## src/common/mac_pkg.sv

```systemverilog
`default_nettype none

package mac_pkg;

  localparam int          preamble_len   = 7;
  localparam logic [7:0]  sfd_byte       = 8'hd5;
  localparam logic [7:0]  preamble_byte  = 8'h55;
  localparam int          min_payload    = 46;
  localparam int          fcs_len        = 4;
  localparam int          tx_buf_depth   = 16; // Also the initial byte credit
  localparam int          desc_buf_depth = 4;  // Also the initial descriptor credit
  localparam logic [31:0] crc_residue    = 32'hc704dd7b;

  // First byte on the wire sits in [5]
  typedef logic [5:0][7:0] mac_addr_t;

  typedef struct packed {
    mac_addr_t   dst_mac_addr;
    mac_addr_t   src_mac_addr;
    logic [15:0] ethertype;
  } mac_hdr_t;

  typedef struct packed {
    mac_addr_t   dst_mac_addr;
    logic [15:0] ethertype;
    logic [10:0] length; // Payload bytes
  } tx_desc_t;

  typedef struct packed {
    logic [7:0] data;
    logic       last;
  } byte_item_t;

  typedef struct packed {
    logic [7:0] d;
    logic       v;
    logic       e;
  } phy_byte_t;

  typedef struct packed {
    logic [7:0] d;
    logic       v;
    logic       sof;
    logic       eof;
    logic       fcs_ok;
    mac_hdr_t   hdr;
  } rx_out_t;

  typedef enum logic [2:0] {
    idle_s, pre_s, dst_s, src_s, type_s, payload_s, pad_s, fcs_s
  } tx_state_t;

endpackage

`default_nettype wire

```

## src/rtl/crc32.sv

```systemverilog
`timescale 1ns/1ps
`default_nettype none

module crc32 (
  input  logic        clk,
  input  logic        fsm_rst,
  input  logic        clear,
  input  logic [7:0]  d,
  input  logic        en,
  output logic [31:0] crc,
  output logic        residue_ok
);
  import mac_pkg::*;

  logic [31:0] crc_q;
  logic [31:0] crc_rev;

  function automatic logic [31:0] crc_byte(input logic [31:0] c, input logic [7:0] b);
    logic [31:0] r;
    r = c ^ {24'h0, b};
    for (int i = 0; i < 8; i++) begin
      r = r[0] ? ((r >> 1) ^ 32'hedb88320) : (r >> 1); // Reflected 802.3 polynomial
    end
    return r;
  endfunction

  always_ff @(posedge clk) begin
    if (fsm_rst || clear) crc_q <= '1;
    else if (en) crc_q <= crc_byte(crc_q, d);
  end

  // Top byte goes out first
  assign crc = ~{crc_q[7:0], crc_q[15:8], crc_q[23:16], crc_q[31:24]};

  // Residue constant is given in normal bit order
  always_comb begin
    for (int i = 0; i < 32; i++) crc_rev[i] = crc_q[31-i];
  end

  assign residue_ok = (crc_rev == crc_residue);

endmodule

`default_nettype wire

```

## src/rtl/credit_fifo.sv

```systemverilog
`timescale 1ns/1ps
`default_nettype none

module credit_fifo #(
  parameter type item_t = logic [7:0],
  parameter int  depth  = 4
) (
  input  logic  clk,
  input  logic  fsm_rst,
  input  logic  wr,
  input  item_t wr_item,
  input  logic  pop,
  output item_t head,
  output logic  empty,
  output logic  credit
);

  localparam int aw = (depth > 1) ? $clog2(depth) : 1;

  item_t         mem [depth];
  logic [aw-1:0] wr_ptr;
  logic [aw-1:0] rd_ptr;
  logic [aw:0]   count;

  always_ff @(posedge clk) begin
    if (wr) mem[wr_ptr] <= wr_item;
  end

  always_ff @(posedge clk) begin
    if (fsm_rst) begin
      wr_ptr <= '0;
      rd_ptr <= '0;
      count  <= '0;
      credit <= 1'b0;
    end else begin
      credit <= pop; // One credit back per freed slot
      if (wr) wr_ptr <= (wr_ptr == aw'(depth - 1)) ? '0 : wr_ptr + 1'b1;
      if (pop) rd_ptr <= (rd_ptr == aw'(depth - 1)) ? '0 : rd_ptr + 1'b1;
      case ({wr, pop})
        2'b10:   count <= count + 1'b1;
        2'b01:   count <= count - 1'b1;
        default: count <= count;
      endcase
    end
  end

  assign head  = mem[rd_ptr];
  assign empty = (count == '0);

endmodule

`default_nettype wire

```

## src/mac_tx/mac_tx_ctrl.sv

```systemverilog
`timescale 1ns/1ps
`default_nettype none

module mac_tx_ctrl (
  input  logic                clk,
  input  logic                fsm_rst,
  input  mac_pkg::mac_addr_t  dev_mac,
  input  mac_pkg::tx_desc_t   desc,
  input  logic                desc_empty,
  output logic                desc_pop,
  input  mac_pkg::byte_item_t byte_head,
  input  logic                byte_empty,
  output logic                byte_pop,
  output mac_pkg::phy_byte_t  phy_tx
);
  import mac_pkg::*;

  tx_state_t   state;
  logic [2:0]  cnt;
  logic [10:0] pay_cnt;
  mac_addr_t   cur_dst;
  mac_addr_t   cur_src;
  logic [15:0] cur_type;
  logic [10:0] cur_len;
  logic [7:0]  tx_d;
  logic        crc_en;
  logic        abort;
  logic [31:0] fcs;

  crc32 crc_inst (
    .clk        (clk),
    .fsm_rst    (fsm_rst),
    .clear      (state == idle_s),
    .d          (tx_d),
    .en         (crc_en),
    .crc        (fcs),
    .residue_ok ()
  );

  // Byte for the next cycle of phy_tx
  always_comb begin
    tx_d     = '0;
    crc_en   = 1'b0;
    desc_pop = 1'b0;
    byte_pop = 1'b0;
    abort    = 1'b0;
    case (state)
      idle_s: desc_pop = !desc_empty;
      pre_s:  tx_d = (cnt == 3'(preamble_len)) ? sfd_byte : preamble_byte;
      dst_s: begin
        tx_d   = cur_dst[3'd5 - cnt];
        crc_en = 1'b1;
      end
      src_s: begin
        tx_d   = cur_src[3'd5 - cnt];
        crc_en = 1'b1;
      end
      type_s: begin
        tx_d   = cnt[0] ? cur_type[7:0] : cur_type[15:8];
        crc_en = 1'b1;
      end
      payload_s: begin
        abort    = byte_empty; // Under-run
        byte_pop = !byte_empty;
        crc_en   = !byte_empty;
        tx_d     = byte_head.data;
      end
      pad_s:  crc_en = 1'b1;
      fcs_s:  tx_d = fcs[31 - 8 * cnt -: 8];
      default: ;
    endcase
  end

  always_ff @(posedge clk) begin
    if (desc_pop) begin
      cur_dst  <= desc.dst_mac_addr;
      cur_type <= desc.ethertype;
      cur_len  <= desc.length;
      cur_src  <= dev_mac;
    end
  end

  always_ff @(posedge clk) begin
    if (fsm_rst) begin
      state   <= idle_s;
      cnt     <= '0;
      pay_cnt <= '0;
      phy_tx  <= '0;
    end else begin
      phy_tx.d <= tx_d;
      phy_tx.v <= (state != idle_s) && !abort;
      phy_tx.e <= abort;
      case (state)
        idle_s: begin
          cnt     <= '0;
          pay_cnt <= '0;
          if (!desc_empty) state <= pre_s;
        end
        pre_s: begin
          cnt <= cnt + 1'b1;
          if (cnt == 3'(preamble_len)) begin // Delimiter sent
            cnt   <= '0;
            state <= dst_s;
          end
        end
        dst_s: begin
          cnt <= cnt + 1'b1;
          if (cnt == 3'd5) begin
            cnt   <= '0;
            state <= src_s;
          end
        end
        src_s: begin
          cnt <= cnt + 1'b1;
          if (cnt == 3'd5) begin
            cnt   <= '0;
            state <= type_s;
          end
        end
        type_s: begin
          cnt <= cnt + 1'b1;
          if (cnt == 3'd1) begin
            cnt   <= '0;
            state <= (cur_len == '0) ? pad_s : payload_s;
          end
        end
        payload_s: begin
          if (byte_empty) begin
            state <= idle_s;
          end else begin
            pay_cnt <= pay_cnt + 1'b1;
            if (byte_head.last)
              state <= (pay_cnt < 11'(min_payload - 1)) ? pad_s : fcs_s;
          end
        end
        pad_s: begin
          pay_cnt <= pay_cnt + 1'b1;
          if (pay_cnt == 11'(min_payload - 1)) state <= fcs_s;
        end
        fcs_s: begin
          cnt <= cnt + 1'b1;
          if (cnt == 3'(fcs_len - 1)) state <= idle_s;
        end
        default: state <= idle_s;
      endcase
    end
  end

endmodule

`default_nettype wire

```

## src/mac_rx/mac_rx_parser.sv

```systemverilog
`timescale 1ns/1ps
`default_nettype none

module mac_rx_parser (
  input  logic               clk,
  input  logic               fsm_rst,
  input  mac_pkg::phy_byte_t phy_rx,
  output mac_pkg::rx_out_t   rx_out
);
  import mac_pkg::*;

  logic                    pre_seen;
  logic                    in_frame;
  logic [3:0]              hdr_cnt;
  logic [2:0]              fill;
  logic [fcs_len-1:0][7:0] dly;
  logic                    hdr_done;
  logic                    sfd_hit;
  logic                    crc_en;
  logic                    residue_ok;

  assign hdr_done = (hdr_cnt == 4'($bits(mac_hdr_t) / 8));
  assign sfd_hit  = !in_frame && phy_rx.v && pre_seen && (phy_rx.d == sfd_byte);
  assign crc_en   = in_frame && phy_rx.v; // Everything after the delimiter

  crc32 crc_inst (
    .clk        (clk),
    .fsm_rst    (fsm_rst),
    .clear      (sfd_hit),
    .d          (phy_rx.d),
    .en         (crc_en),
    .crc        (),
    .residue_ok (residue_ok)
  );

  always_ff @(posedge clk) begin
    if (fsm_rst) begin
      pre_seen      <= 1'b0;
      in_frame      <= 1'b0;
      hdr_cnt       <= '0;
      fill          <= '0;
      rx_out.v      <= 1'b0;
      rx_out.sof    <= 1'b0;
      rx_out.eof    <= 1'b0;
      rx_out.fcs_ok <= 1'b0;
    end else begin
      rx_out.v   <= 1'b0;
      rx_out.sof <= 1'b0;
      rx_out.eof <= 1'b0;
      rx_out.d   <= dly[fcs_len-1];
      if (!in_frame) begin
        // Hunt for delimiter
        pre_seen <= phy_rx.v && (phy_rx.d == preamble_byte);
        if (sfd_hit) begin
          in_frame <= 1'b1;
          hdr_cnt  <= '0;
          fill     <= '0;
        end
      end else if (!phy_rx.v) begin
        in_frame      <= 1'b0;
        rx_out.eof    <= 1'b1;
        rx_out.fcs_ok <= residue_ok && hdr_done && (fill == 3'(fcs_len));
      end else if (!hdr_done) begin
        rx_out.hdr <= {rx_out.hdr[$bits(mac_hdr_t)-9:0], phy_rx.d};
        hdr_cnt    <= hdr_cnt + 1'b1;
        rx_out.sof <= (hdr_cnt == 4'($bits(mac_hdr_t) / 8 - 1));
      end else begin
        dly <= {dly[fcs_len-2:0], phy_rx.d}; // Last four bytes held back as FCS
        if (fill != 3'(fcs_len)) fill <= fill + 1'b1;
        else rx_out.v <= 1'b1;
      end
    end
  end

endmodule

`default_nettype wire

```

## src/rtl/mac_top.sv

```systemverilog
`timescale 1ns/1ps
`default_nettype none

module mac_top (
  input  logic                clk,
  input  logic                fsm_rst,
  input  mac_pkg::mac_addr_t  dev_mac,
  input  logic                tx_desc_wr,
  input  mac_pkg::tx_desc_t   tx_desc,
  output logic                tx_desc_credit,
  input  logic                tx_byte_wr,
  input  mac_pkg::byte_item_t tx_byte,
  output logic                tx_byte_credit,
  output mac_pkg::phy_byte_t  phy_tx,
  input  mac_pkg::phy_byte_t  phy_rx,
  output mac_pkg::rx_out_t    rx_out
);
  import mac_pkg::*;

  tx_desc_t   desc_head;
  logic       desc_empty;
  logic       desc_pop;
  byte_item_t byte_head;
  logic       byte_empty;
  logic       byte_pop;

  credit_fifo #(
    .item_t (tx_desc_t),
    .depth  (desc_buf_depth)
  ) desc_buf (
    .clk     (clk),
    .fsm_rst (fsm_rst),
    .wr      (tx_desc_wr),
    .wr_item (tx_desc),
    .pop     (desc_pop),
    .head    (desc_head),
    .empty   (desc_empty),
    .credit  (tx_desc_credit)
  );

  credit_fifo #(
    .item_t (byte_item_t),
    .depth  (tx_buf_depth)
  ) byte_buf (
    .clk     (clk),
    .fsm_rst (fsm_rst),
    .wr      (tx_byte_wr),
    .wr_item (tx_byte),
    .pop     (byte_pop),
    .head    (byte_head),
    .empty   (byte_empty),
    .credit  (tx_byte_credit)
  );

  mac_tx_ctrl tx_ctrl (
    .clk        (clk),
    .fsm_rst    (fsm_rst),
    .dev_mac    (dev_mac),
    .desc       (desc_head),
    .desc_empty (desc_empty),
    .desc_pop   (desc_pop),
    .byte_head  (byte_head),
    .byte_empty (byte_empty),
    .byte_pop   (byte_pop),
    .phy_tx     (phy_tx)
  );

  mac_rx_parser rx_parser (
    .clk     (clk),
    .fsm_rst (fsm_rst),
    .phy_rx  (phy_rx),
    .rx_out  (rx_out)
  );

endmodule

`default_nettype wire

```

## config.mk

```make
export PLATFORM = sky130hd
export DESIGN_NAME = mac_top
export DESIGN_NICKNAME = d
export VERILOG_FILES = /design/src/common/mac_pkg.sv /design/src/rtl/crc32.sv /design/src/rtl/credit_fifo.sv /design/src/mac_tx/mac_tx_ctrl.sv /design/src/mac_rx/mac_rx_parser.sv /design/src/rtl/mac_top.sv
export SDC_FILE = /design/constraint.sdc
export NUM_CORES = 1
export LEC_CHECK = 0
export ABC_AREA = 1
export BUFFER_PORTS_ARGS = -buffer_cell sky130_fd_sc_hd__buf_2
export CAP_MARGIN = 20
export CORE_AREA = 5 5 377 379
export CTS_CLUSTER_SIZE = 24
export DETAILED_ROUTE_END_ITERATION = 12
export DIE_AREA = 0 0 382 384
export HOLD_SLACK_MARGIN = 0.03
export SKIP_LAST_GASP = 1
export SLEW_MARGIN = 0
export SYNTH_ARGS = -nofsm -noshare
export SYNTH_HDL_FRONTEND = slang
export SYNTH_SLANG_ARGS = --single-unit
```

## constraint.sdc

```tcl
create_clock -name clk -period 10 [get_ports clk]
set_clock_uncertainty 0.15 [all_clocks]
set_input_delay 2 -clock clk [delete_from_list [all_inputs] [get_ports clk]]
set_output_delay 2 -clock clk [all_outputs]
set_load 0.1 [all_outputs]
```

=== Word level (Yosys, flattened, before mapping) ===
Memories as Yosys holds them, arrays and structs flattened. A register that Yosys moved wholly into a read port is not among the register bits.
Cells that the tools add are included.

* Add/sub/neg operators: 14
* Magnitude comparators: 2
* Eq/ne operators: 40
* Shift-type cells: 1
* Mux-type cells: 71
* Bitwise logic cells: 23
* Reductions and logical operators: 36

{| class="wikitable"
|+ Operators with widths
! kind !! number
|-
| 2-to-1 mux 32 bit || 16
|-
| inverter 13 -> 14 bit || 16
|-
| bitwise XOR 32 x 8 -> 32 bit || 2
|-
| 2-to-1 mux 3 bit || 17
|-
| binary-select mux 8 bit (select 3 bit) || 2
|-
| one-hot mux 8 bit (6 select lines) || 1
|-
| variable part select 39 x 33 -> 8 bit || 1
|-
| one-hot mux 11 bit (3 select lines) || 1
|-
| == test 32 bit, second input constant || 1
|-
| 2-to-1 mux 4 bit || 8
|-
| 2-to-1 mux 8 bit || 4
|-
| inverter 32 bit || 1
|-
| one-hot mux 3 bit (8 select lines) || 1
|-
| == test 3 bit, second input constant || 7
|-
| == test 4 bit, second input constant || 4
|-
| one-hot mux 3 bit (5 select lines) || 1
|-
| adder 4 x 1 -> 4 bit, second input constant || 3
|-
| 2-to-1 mux 1 bit || 12
|-
| inequality test 2 x 1 -> 1 bit, second input constant || 6
|-
| inequality test 2 bit, second input constant || 6
|-
| AND reduction 4 bit || 3
|-
| OR reduction 4 bit || 3
|-
| adder 11 x 1 -> 11 bit, second input constant || 1
|-
| == test 11 x 6 -> 1 bit, second input constant || 1
|-
| other kinds (36) || 69
|}

* Bits in registers: 326
* Bits in writable memories: 444
* Bits of input ports: 146
* Output and inout bits: 136
* Word-level logic and storage cells: 237
* Memories: 2

{| class="wikitable"
|+ Memories
! memory !! words !! bits a word !! rd ports !! clocked after memory_dff !! wr ports !! line !! source
|-
| desc_buf.mem || 4 || 75 || 1 || 1 || 1 || credit_fifo.sv:20 || <nowiki>item_t mem [depth];</nowiki>
|-
| byte_buf.mem || 16 || 9 || 1 || 1 || 1 || credit_fifo.sv:20 ||
|}

=== Depth between registers and ports, before layout ===
Gate-level depths: netlist of run 1.

* Word-level depth: 21
* Depth in mapped cells: 23
* Gate-level depth less buffers: 22

=== By module ===
Synthesis of run 1 repeated with hierarchy kept, for this count alone.

* Cell total of the unflattened synthesis: 3,222
* Area, all modules: 36,307.3 um^2

{| class="wikitable"
|+ By module, submodules not included
! module !! instances !! cells an instance !! area an instance (um^2) !! sequential area each (um^2)
|-
| credit_fifo (desc_buf) || 1 || 786 || 12,204.2 || 9,208.8
|-
| mac_tx_ctrl || 1 || 799 || 7,086.8 || 4,234.1
|-
| credit_fifo (byte_buf) || 1 || 590 || 6,897.9 || 4,684.5
|-
| mac_rx_parser || 1 || 257 || 5,336.4 || 4,824.6
|-
| crc32 || 2 || 395 || 2,391.0 || 640.6
|}

=== Least setup slack after synthesis of run 1 ===
OpenSTA, ideal clock, no wires.

* Path type: input to register
* Start: input port fsm_rst
* End: register rx_parser.rx_out[0] (netlist name)
* Library setup time: 652 ps
* Arrival time: 8,001 ps
* Required time: 9,198 ps
* Path slack: 1,197 ps
* Stages: 4
* Path buffers: 1
* Cell sequence: clkbuf_1 > clkinv_1 > nand2_1 > a31oi_1

* Longest elaborated chain between the ends: 2

{| class="wikitable"
|+ Ends and longest elaborated chain
! item !! line !! source
|-
| from (decl) || mac_top.sv:6 || <nowiki>input logic fsm_rst,</nowiki>
|-
| inverter 1 bit (no line) || -- ||
|-
| AND reduction 4 bit (no line) || -- ||
|}

No other way between the ends.
A chain may end at the register's enable or synchronous reset.

=== Final worst setup path of run 1 ===
* Start: input port phy_rx[1] (netlist bit)
* End: register rx_parser.rx_out[25] (netlist name)

* Longest elaborated chain between the ends: 1

{| class="wikitable"
|+ Ends and longest elaborated chain
! item !! line !! source
|-
| from (decl) || mac_top.sv:15 || <nowiki>input mac_pkg::phy_byte_t phy_rx,</nowiki>
|-
| AND reduction 4 bit (no line) || -- ||
|}

No other way between the ends.

==> results of run 1 <==
## cell type report
class | count | area, um^2 | share of cell area [%]
antenna | 15 | 37.5 | 0.0922
inverter | 197 | 754 | 1.85
clock inverter | 60 | 611 | 1.50
sequential | 849 | 24200 | 59.5
clock buffer | 117 | 2500 | 6.14
timing repair buffer | 301 | 1560 | 3.83
multi-input combinational | 1742 | 8770 | 21.5
tap | 1807 | 2260 | 5.56
## sequential cells by signal, indices dropped and copies added (netlist names), 10 cells and up, named ones only
register,flops
tx_ctrl.pay_cnt,11
rx_parser.crc_inst.crc_q,32
byte_buf.mem,144
tx_ctrl.cur_dst,48
tx_ctrl.phy_tx,10
rx_parser.rx_out,124
desc_buf.mem,300
tx_ctrl.cur_src,48
tx_ctrl.cur_type,16
tx_ctrl.crc_inst.crc_q,32
rx_parser.dly,32
tx_ctrl.cur_len,11
## cells in the final DEF, fill, tap and decap left out, types with 23 or more instances in the layout
cell	count
sky130_fd_sc_hd__o211ai_1	39
sky130_fd_sc_hd__nand2_1	552
sky130_fd_sc_hd__nand2_2	23
sky130_fd_sc_hd__o22ai_1	78
sky130_fd_sc_hd__xor2_1	53
sky130_fd_sc_hd__o21ai_0	262
sky130_fd_sc_hd__buf_2	280
sky130_fd_sc_hd__nand3_1	160
sky130_fd_sc_hd__dfxtp_1	126
sky130_fd_sc_hd__clkinv_1	27
sky130_fd_sc_hd__nor2_1	289
sky130_fd_sc_hd__a21oi_1	100
sky130_fd_sc_hd__edfxtp_1	719
sky130_fd_sc_hd__clkbuf_16	95
sky130_fd_sc_hd__ha_1	27
sky130_fd_sc_hd__inv_1	176
## layer usage
metal | vias to the layer above | global-route usage (%) | wire length (um)
li1 | 10785 | - | -
met1 | 10680 | 15.3 | 38600
met2 | 563 | 18.4 | 40000
met3 | 146 | 3.10 | 6380
met4 | 14 | 3.81 | 2220
met5 | - | 0 | 104
## worst min path at each step
stage / from / endpoint / depth (start not counted)
floorplan: rx_parser.dly[2]$_DFFE_PP_ / rx_parser.dly[10]$_DFFE_PP_ / 0
global placement: rx_parser.dly[8]$_DFFE_PP_ / rx_parser.dly[16]$_DFFE_PP_ / 0
detailed placement: rx_parser.dly[7]$_DFFE_PP_ / rx_parser.dly[15]$_DFFE_PP_ / 0
CTS: rx_parser.rx_out[78]$_DFFE_PP_ / rx_parser.rx_out[86]$_DFFE_PP_ / 0
global route: rx_parser.rx_out[78]$_DFFE_PP_ / rx_parser.rx_out[86]$_DFFE_PP_ / 0
finish: rx_parser.rx_out[78]$_DFFE_PP_ / rx_parser.rx_out[86]$_DFFE_PP_ / 0
## report_power, final
group	internal (mW)	switching [mW]
registers	4.36	0.206
logic	0.867	2.19
clock network	1.96	1.49
## kinds of logic (layout without fill, tap and decap cells)
group,after synthesis,in the layout,share of synthesized area (%)
adder cells (fa/ha/maj),29,29,1.10
other,0,15,0
XOR/XNOR,79,79,2.13
buffers and inverters,320,675,3.90
AO/OA/AOI/OAI,527,527,8.58
AND/OR/NAND/NOR,1107,1107,13.7
flip-flops,849,849,70.6
==> impl_metrics.yaml, run 1 <==
sta:
  post-route-period-util_pct: 50.7
  timing.setup.tns_ps: 0
  slew_headroom_pct: 30.9
  rsz0062_at_grt: "no"
  report.final.slew_viol_count: 0
  achievable-frequency_mhz: 197
  setup_viol: 0
  worst_margin_slew_ps: 1030
  final_count_of_hold_timing_violations: 0
  postLayoutSetupSlackWorst_ps: 4930
  period_minus_slack_ps: 5070
  fin_worst_hold_slack_ps: 245
die:
  floorplan.die_area_mm2: 0.147
  placement_rows: 137
  core-area_mm2: 0.139
  initial_core_util_pct: 24.7
  die_height_um: 384
  chipWidth_um: 382
  io_pins: 282
placement:
  dp_slack_ps: 4280
  dpl_cell_area_mm2: 0.0375
  gp_routability_congestion: 0.828
  io_buffer_count: 280
  place.detailed.hpwl_mm: 55.2
  placed_cells_incl_taps: 4896
synthesis:
  synth.cells.most_frequent: "sky130_fd_sc_hd__edfxtp_1, sky130_fd_sc_hd__nand2_1, sky130_fd_sc_hd__nor2_1"
  synth.net_count: 3086
  asyncSetResetFlopFracSynth_pct: 0
  ys_top_cells_by_area: "sky130_fd_sc_hd__edfxtp_1, sky130_fd_sc_hd__dfxtp_1, sky130_fd_sc_hd__nand2_1, sky130_fd_sc_hd__o21ai_0, sky130_fd_sc_hd__nor2_1"
  synth.ff_latch_count: 849
  ys_warn_count: 0
  synth_cell_type_count: 51
  synth_top_cell_area_share_pct: 63.0
  ys_seq_area_share_pct: 70.6
  synthesis.area_mm2: 0.0343
  yosysTopAreaCell: "sky130_fd_sc_hd__edfxtp_1"
  ys.flop_type: "sky130_fd_sc_hd__edfxtp_1"
  post_synthesis_average_cell_area_um2: 11.8
  number_of_synthesized_flops_with_an_enable_pin: 719
  syn_inst: 2911
  top_count_cell_post_synth: "sky130_fd_sc_hd__edfxtp_1"
critical_path:
  cp-endpoint: "rx_parser.rx_out[25]$_DFFE_PP_"
  ff2ff_path_depth: 18
  required_ps: 10120
  worstPathCellList: "buf_2, nand2_1, buf_4, inv_1, nand2_1, a31oi_4, buf_4, buf_4"
  crit_top_cell: "sky130_fd_sc_hd__buf_4"
  register_to_register_setup_slack_ps: 5370
  critPathMaxFanout: 62
  timing.critical_path.max_delay_family: "buffers and inverters"
  worstPathArrival_ps: 5190
  critPathBufInv: 5
  cp.depth: 8
  regToRegEndpoint: "tx_ctrl.crc_inst.crc_q[16]$_SDFFE_PP1P_"
  slowest_stage: "sky130_fd_sc_hd__inv_1"
  critical_path.reg2reg.startpoint: "tx_ctrl.cnt[1]$_SDFFE_PP0P_"
  critPathKind: "input port to flip-flop"
  critPathCaptureType: "flip-flop"
  worst_path_max_stage_delay_ps: 740
  worst_setup_path_start_kind: "input port"
  worstSetupStartpoint: "phy_rx[1]"
grt:
  grt_pass1_vias: 21425
  grt_antenna_before_repair: 28
  overflow: 0
  grt_first_pass_wirelength_mm: 131
  grt_usage_pct: 11.5
  grt_start_max_net_pins: 90
route:
  drtIter0Drc: 1654
  drt-total-wl_mm: 87.3
  detail_route.wl_per_cell_um: 17.2
  drc: 0
  via_per_inst: 4.36
  detailedRoute.firstPassIterationCount: 5
  final_antenna_net_count: 0
  vias: 22188
clock_network:
  clock_insertion_delay_worst_skew_ps: 740
  count_of_clock_tree_sinks: 849
  cts_hold_repair.buffers: 0
  cts_repair_resize_count: 0
  htreeDepth: 3
  cts_root_buf: "sky130_fd_sc_hd__clkbuf_16"
  cts_clock_pin_slew_for_the_worst_setup_and_hold_paths_ps: 60
  tritoncts: "done"
  post_cts.repair.setup_buffers: 0
  cts_made_buffers: 95
  max-clock-path-buffers: 3
run_status:
  run_status: "completed"
hold_path:
  worst_hold_path_class: "flip-flop to flip-flop"
layout:
  layout_cells_sized_above_1_pct: 16.1
  area_growth_syn_to_layout_pct: 18.7
  post_layout_nonfiller_instances: 5088
  finalInstanceArea_mm2: 0.0407
  layout.core_utilization_pct: 29.4
  nets: 3361
  nFillCells: 14082
power_and_ir_drop:
  leakagePower_nw: 15.1
  total_power_mw: 11.1
  vdd_ir_drop_max_v: 0.000153
  p_per_area_mw_per_mm2: 272
flow_run:
  maxCapViolCount: 0
No activity file was read; power rests on OpenSTA's default activity.
==> run 2: changes to the inputs <==
clock period = 4.8 ns   (was 10 ns; I/O delays follow)
==> run 2 against run 1 <==
Worst hold slack better by 16 ps; non-clock buffer count up 19; register-to-register slack worse by 4000 ps; combinational power up 110%; critical endpoint is now tx_ctrl.crc_inst.crc_q[23]$_SDFFE_PP1P_; largest cell class unchanged; largest power group unchanged.
==> impl_metrics.yaml, run 2 (synthesized netlist as in run 1, its figures left out) <==
grt:
  grtUsageMet3_pct: 3.01
  grt_antenna_before_repair: 27
  grt_usage_pct: 11.5
  globalRoute.busiestLayer: "met2"
  grt_first_pass_wirelength_mm: 131
  overflow: 0
  met2_usage_pct: 18.7
  met1_demand_to_capacity_share_in_global_routing_pct: 14.9
  grt_pass1_vias: 21202
  grt_start_max_net_pins: 109
critical_path:
  register_to_register_setup_slack_ps: 1370
  worstPathCellList: "clkinv_2, buf_4, nand2_1, nand2_1, nand2_1, nand2_1, nand2_1, a21oi_1, nor2_2, nand3_1, nand2_4, nand2_1, nand2_2, nand2_2, nand2_2, nand2_1, nand3_1, nand3_1, nand2_1"
  critPathKind: "flip-flop to flip-flop"
  required_ps: 5270
  ff2ff_path_depth: 19
  slowest_stage: "sky130_fd_sc_hd__clkinv_2"
  regToRegEndpoint: "tx_ctrl.crc_inst.crc_q[23]$_SDFFE_PP1P_"
  critical_path.reg2reg.startpoint: "tx_ctrl.cnt[0]$_SDFFE_PP0P_"
  crit_top_cell: "sky130_fd_sc_hd__nand2_1"
  critPathMaxFanout: 29
  critPathCaptureType: "flip-flop"
  worst_path_max_stage_delay_ps: 480
  worstPathArrival_ps: 3900
  worst_setup_path_start_kind: "flip-flop"
hold_path:
  whs_path_depth: 0
  worst_hold_path_class: "flip-flop to flip-flop"
  hold_path_startpoint: "rx_parser.dly[27]$_DFFE_PP_"
  holdPathEnd: "rx_parser.rx_out[119]$_DFFE_PN_"
route:
  detail_route.wl_per_cell_um: 16.9
  detailedRoute.firstPassIterationCount: 5
  via_per_inst: 4.33
  vias: 22121
  drc: 0
  drtIter0Drc: 1268
  drt-total-wl_mm: 86.4
  final_antenna_net_count: 0
sta:
  timing.setup.tns_ps: 0
  report.final.slew_viol_count: 0
  period_minus_slack_ps: 3430
  slew_headroom_pct: 30.5
  rsz0062_at_grt: "no"
  final_count_of_hold_timing_violations: 0
  worst_margin_slew_ps: 1040
  setup_viol: 0
  achievable-frequency_mhz: 292
  post-route-period-util_pct: 71.4
die:
  die_height_um: 384
  chipWidth_um: 382
  core-area_mm2: 0.139
  io_pins: 282
  floorplan.die_area_mm2: 0.147
  initial_core_util_pct: 24.7
  placement_rows: 137
clock_network:
  cts_root_buf: "sky130_fd_sc_hd__clkbuf_16"
  htreeDepth: 3
  tritoncts: "done"
  cts_made_buffers: 92
  cts_hold_repair.buffers: 0
  clock_insertion_delay_worst_skew_ps: 700
  max-clock-path-buffers: 3
  post_cts.repair.setup_buffers: 0
  cts_repair_resize_count: 0
  count_of_clock_tree_sinks: 849
  cts_clock_pin_slew_for_the_worst_setup_and_hold_paths_ps: 70
power_and_ir_drop:
  leakagePower_nw: 15.2
  vdd_ir_drop_max_v: 0.000426
  p_per_area_mw_per_mm2: 565
layout:
  flip_flop_count_of_the_largest_register_after_layout: 300
  area_growth_syn_to_layout_pct: 19.3
  nets: 3377
  layout_cells_sized_above_1_pct: 16.5
  nFillCells: 14004
  finalInstanceArea_mm2: 0.0409
  most_common_cell_after_layout_fill_and_taps_aside: "sky130_fd_sc_hd__edfxtp_1"
  register_name_with_the_most_flops: "desc_buf.mem"
  final_cell_mix: "sky130_fd_sc_hd__edfxtp_1, sky130_fd_sc_hd__nand2_1, sky130_fd_sc_hd__nor2_1"
  layout_top_registers: "desc_buf.mem: 300 flops, byte_buf.mem: 144 flops, rx_parser.rx_out: 124 flops"
run_status:
  run_status: "completed"
placement:
  dpl_cell_area_mm2: 0.0377
  gp_routability_congestion: 0.807
  place.detailed.hpwl_mm: 55.9
  io_buffer_count: 280
flow_run:
  maxCapViolCount: 0
[run 2: cell count changes in the layout (fill, tap and decap cells not counted), moves of 2 or more]
cell	change
sky130_fd_sc_hd__buf_4	+15
sky130_fd_sc_hd__buf_12	+3
sky130_fd_sc_hd__bufinv_16	+3
sky130_fd_sc_hd__clkbuf_16	-3
sky130_fd_sc_hd__clkbuf_1	-2
sky130_fd_sc_hd__clkbuf_8	-2
sky130_fd_sc_hd__inv_6	-2
[run 2: how the worst max path moves through the flow]
stage / cells past startpoint / slack, ps / from / end
CTS: 18 / 1320 / tx_ctrl.cnt[0]$_SDFFE_PP0P_ / tx_ctrl.crc_inst.crc_q[5]$_SDFFE_PP1P_
global placement: 22 / 1290 / tx_ctrl.cnt[0]$_SDFFE_PP0P_ / tx_ctrl.crc_inst.crc_q[22]$_SDFFE_PP1P_
floorplan: 12 / 50 / tx_ctrl.state[0]$_SDFFE_PP0P_ / desc_buf.count[2]$_SDFFE_PP0P_
global route: 20 / 1020 / tx_ctrl.cnt[1]$_SDFFE_PP0P_ / tx_ctrl.crc_inst.crc_q[22]$_SDFFE_PP1P_
detailed placement: 20 / 1300 / tx_ctrl.cnt[0]$_SDFFE_PP0P_ / tx_ctrl.crc_inst.crc_q[26]$_SDFFE_PP1P_
finish: 19 / 1370 / tx_ctrl.cnt[0]$_SDFFE_PP0P_ / tx_ctrl.crc_inst.crc_q[23]$_SDFFE_PP1P_
[run 2: report_power, final]
part           internal [mW]  total (mW)  switching [mW]
clock                   4.10        7.17            3.07
sequential              9.07        9.48           0.403
combinational           1.87        6.45            4.59
total                   15.0        23.1            8.06
[run 2: cell type report]
type                    instances  area, um^2  area share, %
multi-input cells            1742        8760           21.4
repair buffers                320        1760           4.30
diodes                         15        37.5         0.0918
well taps                    1807        2260           5.53
clock inverters                64         713           1.74
inverters                     197         754           1.85
clock buffers                 110        2390           5.85
flip-flops and latches        849       24200           59.2
[run 2: critical path: cells and delay by family (launching register included)]
family / cells / cell delay (ps)
AO/OA/AOI/OAI: 1 / 90
AND/OR/NAND/NOR: 16 / 1880
flip-flops: 1 / 360
buffers and inverters: 2 / 900
[run 2: per-stage QoR]
step                      hold slack, ps  utilization (%)  power, mW  setup slack, ps  cells
after floorplan                      250                -       14.2             51.8   2911
after global placement               250             27.2       16.0             1290   4913
after detailed placement             255             27.2       16.1             1300   4913
after CTS                            179             29.5       23.4             1320   5087
after global routing                 208             29.5       24.5             1020   5093
final                                262             29.5       23.1             1370   5104
[run 2: per-layer routing]
layer	up-vias	part of all wire [%]
met5	-	0.12
met4	14	2.5
li1	10814	-
met2	539	47
met3	142	7.3
met1	10612	43
==> run 3: changes to the inputs <==
ABC_AREA = 0   (was 1)
CORE_AREA = 5 5 369 371   (was 5 5 377 379)
DIE_AREA = 0 0 374 376   (was 0 0 382 384)
clock period = 2.9 ns   (was 4.8 ns; I/O delays follow)
==> run 3 against run 2 <==
The run now ends with setup timing left; sequential share of layout area shrank 4.0 points; power grew 62%; count of clock-buffer cells in the layout grew 7; worst hold slack lost 160 ps; register-to-register slack lost 1800 ps; critical path depth shrank 9; flip-flop and latch count is the same; clock power grew 69%; global-route usage shrank 0.47 points; final cell count shrank 15%; setup slack lost 1800 ps; utilization grew 3.6 points; largest cell class unchanged.
==> impl_metrics.yaml, run 3 <==
critical_path:
  worst_setup_path_start_kind: "flip-flop"
  worstPathArrival_ps: 3780
  ff2ff_path_depth: 10
  critPathKind: "flip-flop to flip-flop"
  critPathMaxFanout: 5
  register_to_register_setup_slack_ps: -400
  critPathCaptureType: "flip-flop"
  required_ps: 3380
  regToRegEndpoint: "tx_ctrl.crc_inst.crc_q[23]$_SDFFE_PP1P_"
placement:
  gp_routability_congestion: 0.783
  dpl_cell_area_mm2: 0.0382
  dp_slack_ps: -500
  placed_cells_incl_taps: 3976
  place.detailed.hpwl_mm: 51.9
  io_buffer_count: 280
die:
  chipWidth_um: 374
  core-area_mm2: 0.133
  placement_rows: 134
  io_pins: 282
  floorplan.die_area_mm2: 0.141
  die_height_um: 376
  initial_core_util_pct: 24.8
power_and_ir_drop:
  p_per_area_mw_per_mm2: 855
  net_switching_power_of_the_design_mw: 10.6
  p_sw_share_pct: 28.4
  internal_power_mw: 26.9
  share_comb_of_total_power_pct: 26.8
  leakagePower_nw: 15.3
  total_power_mw: 37.5
  seq_power_share_pct: 41.0
  vdd_ir_drop_max_v: 0.000850
  power.clock.fraction_pct: 32.3
sta:
  setup_viol: 30
  report.final.slew_viol_count: 0
  final_count_of_hold_timing_violations: 0
  fin_worst_hold_slack_ps: 99.9
  timing.setup.tns_ps: -8410
  achievable-frequency_mhz: 303
  worst_margin_slew_ps: 1090
  postLayoutSetupSlackWorst_ps: -398
  rsz0062_at_grt: "yes"
  post-route-period-util_pct: 114
  period_minus_slack_ps: 3300
  slew_headroom_pct: 26.9
synthesis:
  synthesis.area_mm2: 0.0329
  synth.ff_latch_count: 849
  number_of_synthesized_flops_with_an_enable_pin: 719
  ys_warn_count: 0
  synth.net_count: 1978
  ys_top_cells_by_area: "sky130_fd_sc_hd__edfxtp_1, sky130_fd_sc_hd__dfxtp_1, sky130_fd_sc_hd__mux4_2, sky130_fd_sc_hd__xnor2_1, sky130_fd_sc_hd__mux4_1"
  synth_cell_type_count: 72
  ys.flop_type: "sky130_fd_sc_hd__edfxtp_1"
  post_synthesis_average_cell_area_um2: 18.2
  yosysTopAreaCell: "sky130_fd_sc_hd__edfxtp_1"
  synth.cells.most_frequent: "sky130_fd_sc_hd__edfxtp_1, sky130_fd_sc_hd__dfxtp_1, sky130_fd_sc_hd__mux4_2"
  syn_inst: 1803
  asyncSetResetFlopFracSynth_pct: 0
  ys_seq_area_share_pct: 73.6
  synth_top_cell_area_share_pct: 65.7
  top_count_cell_post_synth: "sky130_fd_sc_hd__edfxtp_1"
layout:
  post_layout_nonfiller_instances: 4336
  most_common_cell_after_layout_fill_and_taps_aside: "sky130_fd_sc_hd__edfxtp_1"
  final_cell_mix: "sky130_fd_sc_hd__edfxtp_1, sky130_fd_sc_hd__buf_2, sky130_fd_sc_hd__buf_4"
  area_growth_syn_to_layout_pct: 33.5
  final-seq-area_mm2: 0.0242
  flip_flop_count_of_the_largest_register_after_layout: 300
  nets: 2659
  register_name_with_the_most_flops: "desc_buf.mem"
  layout_top_registers: "desc_buf.mem: 300 flops, byte_buf.mem: 144 flops, rx_parser.rx_out: 124 flops"
  finalInstanceArea_mm2: 0.0439
  nFillCells: 12648
  multiInputGateArea_mm2: 0.00896
  layout.core_utilization_pct: 33.1
  layout_cells_sized_above_1_pct: 36.4
clock_network:
  clock_insertion_delay_worst_skew_ps: 710
  htreeDepth: 3
  cts_root_buf: "sky130_fd_sc_hd__clkbuf_16"
  tritoncts: "done"
  cts_clock_pin_slew_for_the_worst_setup_and_hold_paths_ps: 60
  cts_made_buffers: 94
  max-clock-path-buffers: 3
  count_of_clock_tree_sinks: 849
run_status:
  failed_checks: "setup timing"
  run_status: "finished with violations"
route:
  via_per_inst: 4.20
  vias: 18211
  drc: 0
  detailedRoute.firstPassIterationCount: 7
  drt-total-wl_mm: 79.1
  drtIter0Drc: 1264
  final_antenna_net_count: 0
  detail_route.wl_per_cell_um: 18.2
grt:
  grt_antenna_before_repair: 19
  overflow: 0
  grt_first_pass_wirelength_mm: 119
  grt_pass1_vias: 18980
  grt_usage_pct: 11.0
  grt_start_max_net_pins: 125
hold_path:
  whs_path_depth: 3
  hold_path_startpoint: "phy_rx[1]"
  holdPathEnd: "rx_parser.crc_inst.crc_q[19]$_SDFFE_PP1P_"
  worst_hold_path_class: "input port to flip-flop"
flow_run:
  maxCapViolCount: 0
==> run 3: changes by cell type in the layout (fill, tap and decap cells not counted), sizes merged, moves of 132 or more <==
cell and delta:
buf +207, nor2 -237, nand2 -487, dlygate4sd3 +132, o21ai -248, inv -151
nand3 -148
==> run 3: metal layers <==
metal  GRT usage, %  share of wire [%]  wire length [um]  vias up
met2           18.1                 48             38400      468
met4           3.44                2.7              2140        6
li1               -                  -                 -     8448
met3           2.95                6.3              4970      127
met5              0              0.052                41        -
met1           14.2                 42             33600     9162
==> run 3: cell type report <==
cell class / count / area share, %
multi-input combinational: 850 / 20.4
clock inverter: 54 / 1.51
timing repair buffer: 660 / 11.8
clock buffer: 117 / 5.67
sequential: 849 / 55.2
antenna: 9 / 0.0513
inverter: 29 / 0.262
tap: 1768 / 5.04
==> run 3: worst max-delay path by stage <==
stage	end	startpoint
finish	tx_ctrl.crc_inst.crc_q[23]$_SDFFE_PP1P_	flip-flop
global route	tx_ctrl.crc_inst.crc_q[28]$_SDFFE_PP1P_	flip-flop
global placement	tx_ctrl.crc_inst.crc_q[28]$_SDFFE_PP1P_	flip-flop
CTS	tx_ctrl.crc_inst.crc_q[23]$_SDFFE_PP1P_	flip-flop
floorplan	desc_buf.count[2]$_SDFFE_PP0P_	tx_ctrl.state[1]$_SDFFE_PP0P_
detailed placement	tx_ctrl.crc_inst.crc_q[29]$_SDFFE_PP1P_	flip-flop
==> run 3: kinds of logic (layout without fill, tap and decap cells) <==
kind of cell / Yosys count / after routing / synth area share, %
flip-flops: 849 / 849 / 73.6
buffers and inverters: 104 / 860 / 1.42
adder cells (fa/ha/maj): 29 / 29 / 1.15
AO/OA/AOI/OAI: 203 / 203 / 4.14
XOR/XNOR: 159 / 159 / 4.80
other: 0 / 9 / 0
multiplexers: 171 / 171 / 10.4
AND/OR/NAND/NOR: 288 / 288 / 4.53
==> run 3: power groups by stage <==
stage | Clock, mW | Combinational, mW | Sequential [mW]
final | 12.1 | 10.0 | 15.4
after global routing | 13.0 | 10.7 | 15.5
after CTS | 12.4 | 9.56 | 15.4
after detailed placement | 0 | 8.33 | 15.6
after global placement | 0 | 8.30 | 15.6
after floorplan | 0 | 5.28 | 15.7
==> run 3: worst max-delay path, stage by stage, from the launching register on <==
cell,delay [ps]
sky130_fd_sc_hd__dfxtp_4,380
sky130_fd_sc_hd__buf_12,120
sky130_fd_sc_hd__mux4_2,500
sky130_fd_sc_hd__a22oi_2,220
sky130_fd_sc_hd__a31oi_4,140
sky130_fd_sc_hd__or4b_4,600
sky130_fd_sc_hd__xor2_4,230
sky130_fd_sc_hd__xnor2_4,240
sky130_fd_sc_hd__xnor2_2,170
sky130_fd_sc_hd__xor3_1,340
sky130_fd_sc_hd__o21ai_1,160
==> run 3: timing repair <==
item	CTS	global route
resized for setup	97	59
cloned	3	0
buffers inserted	34	27
endpoints found under the setup margin	32	35
pin swaps	47	64
endpoints found under the hold margin	365	0
hold buffers	132	0
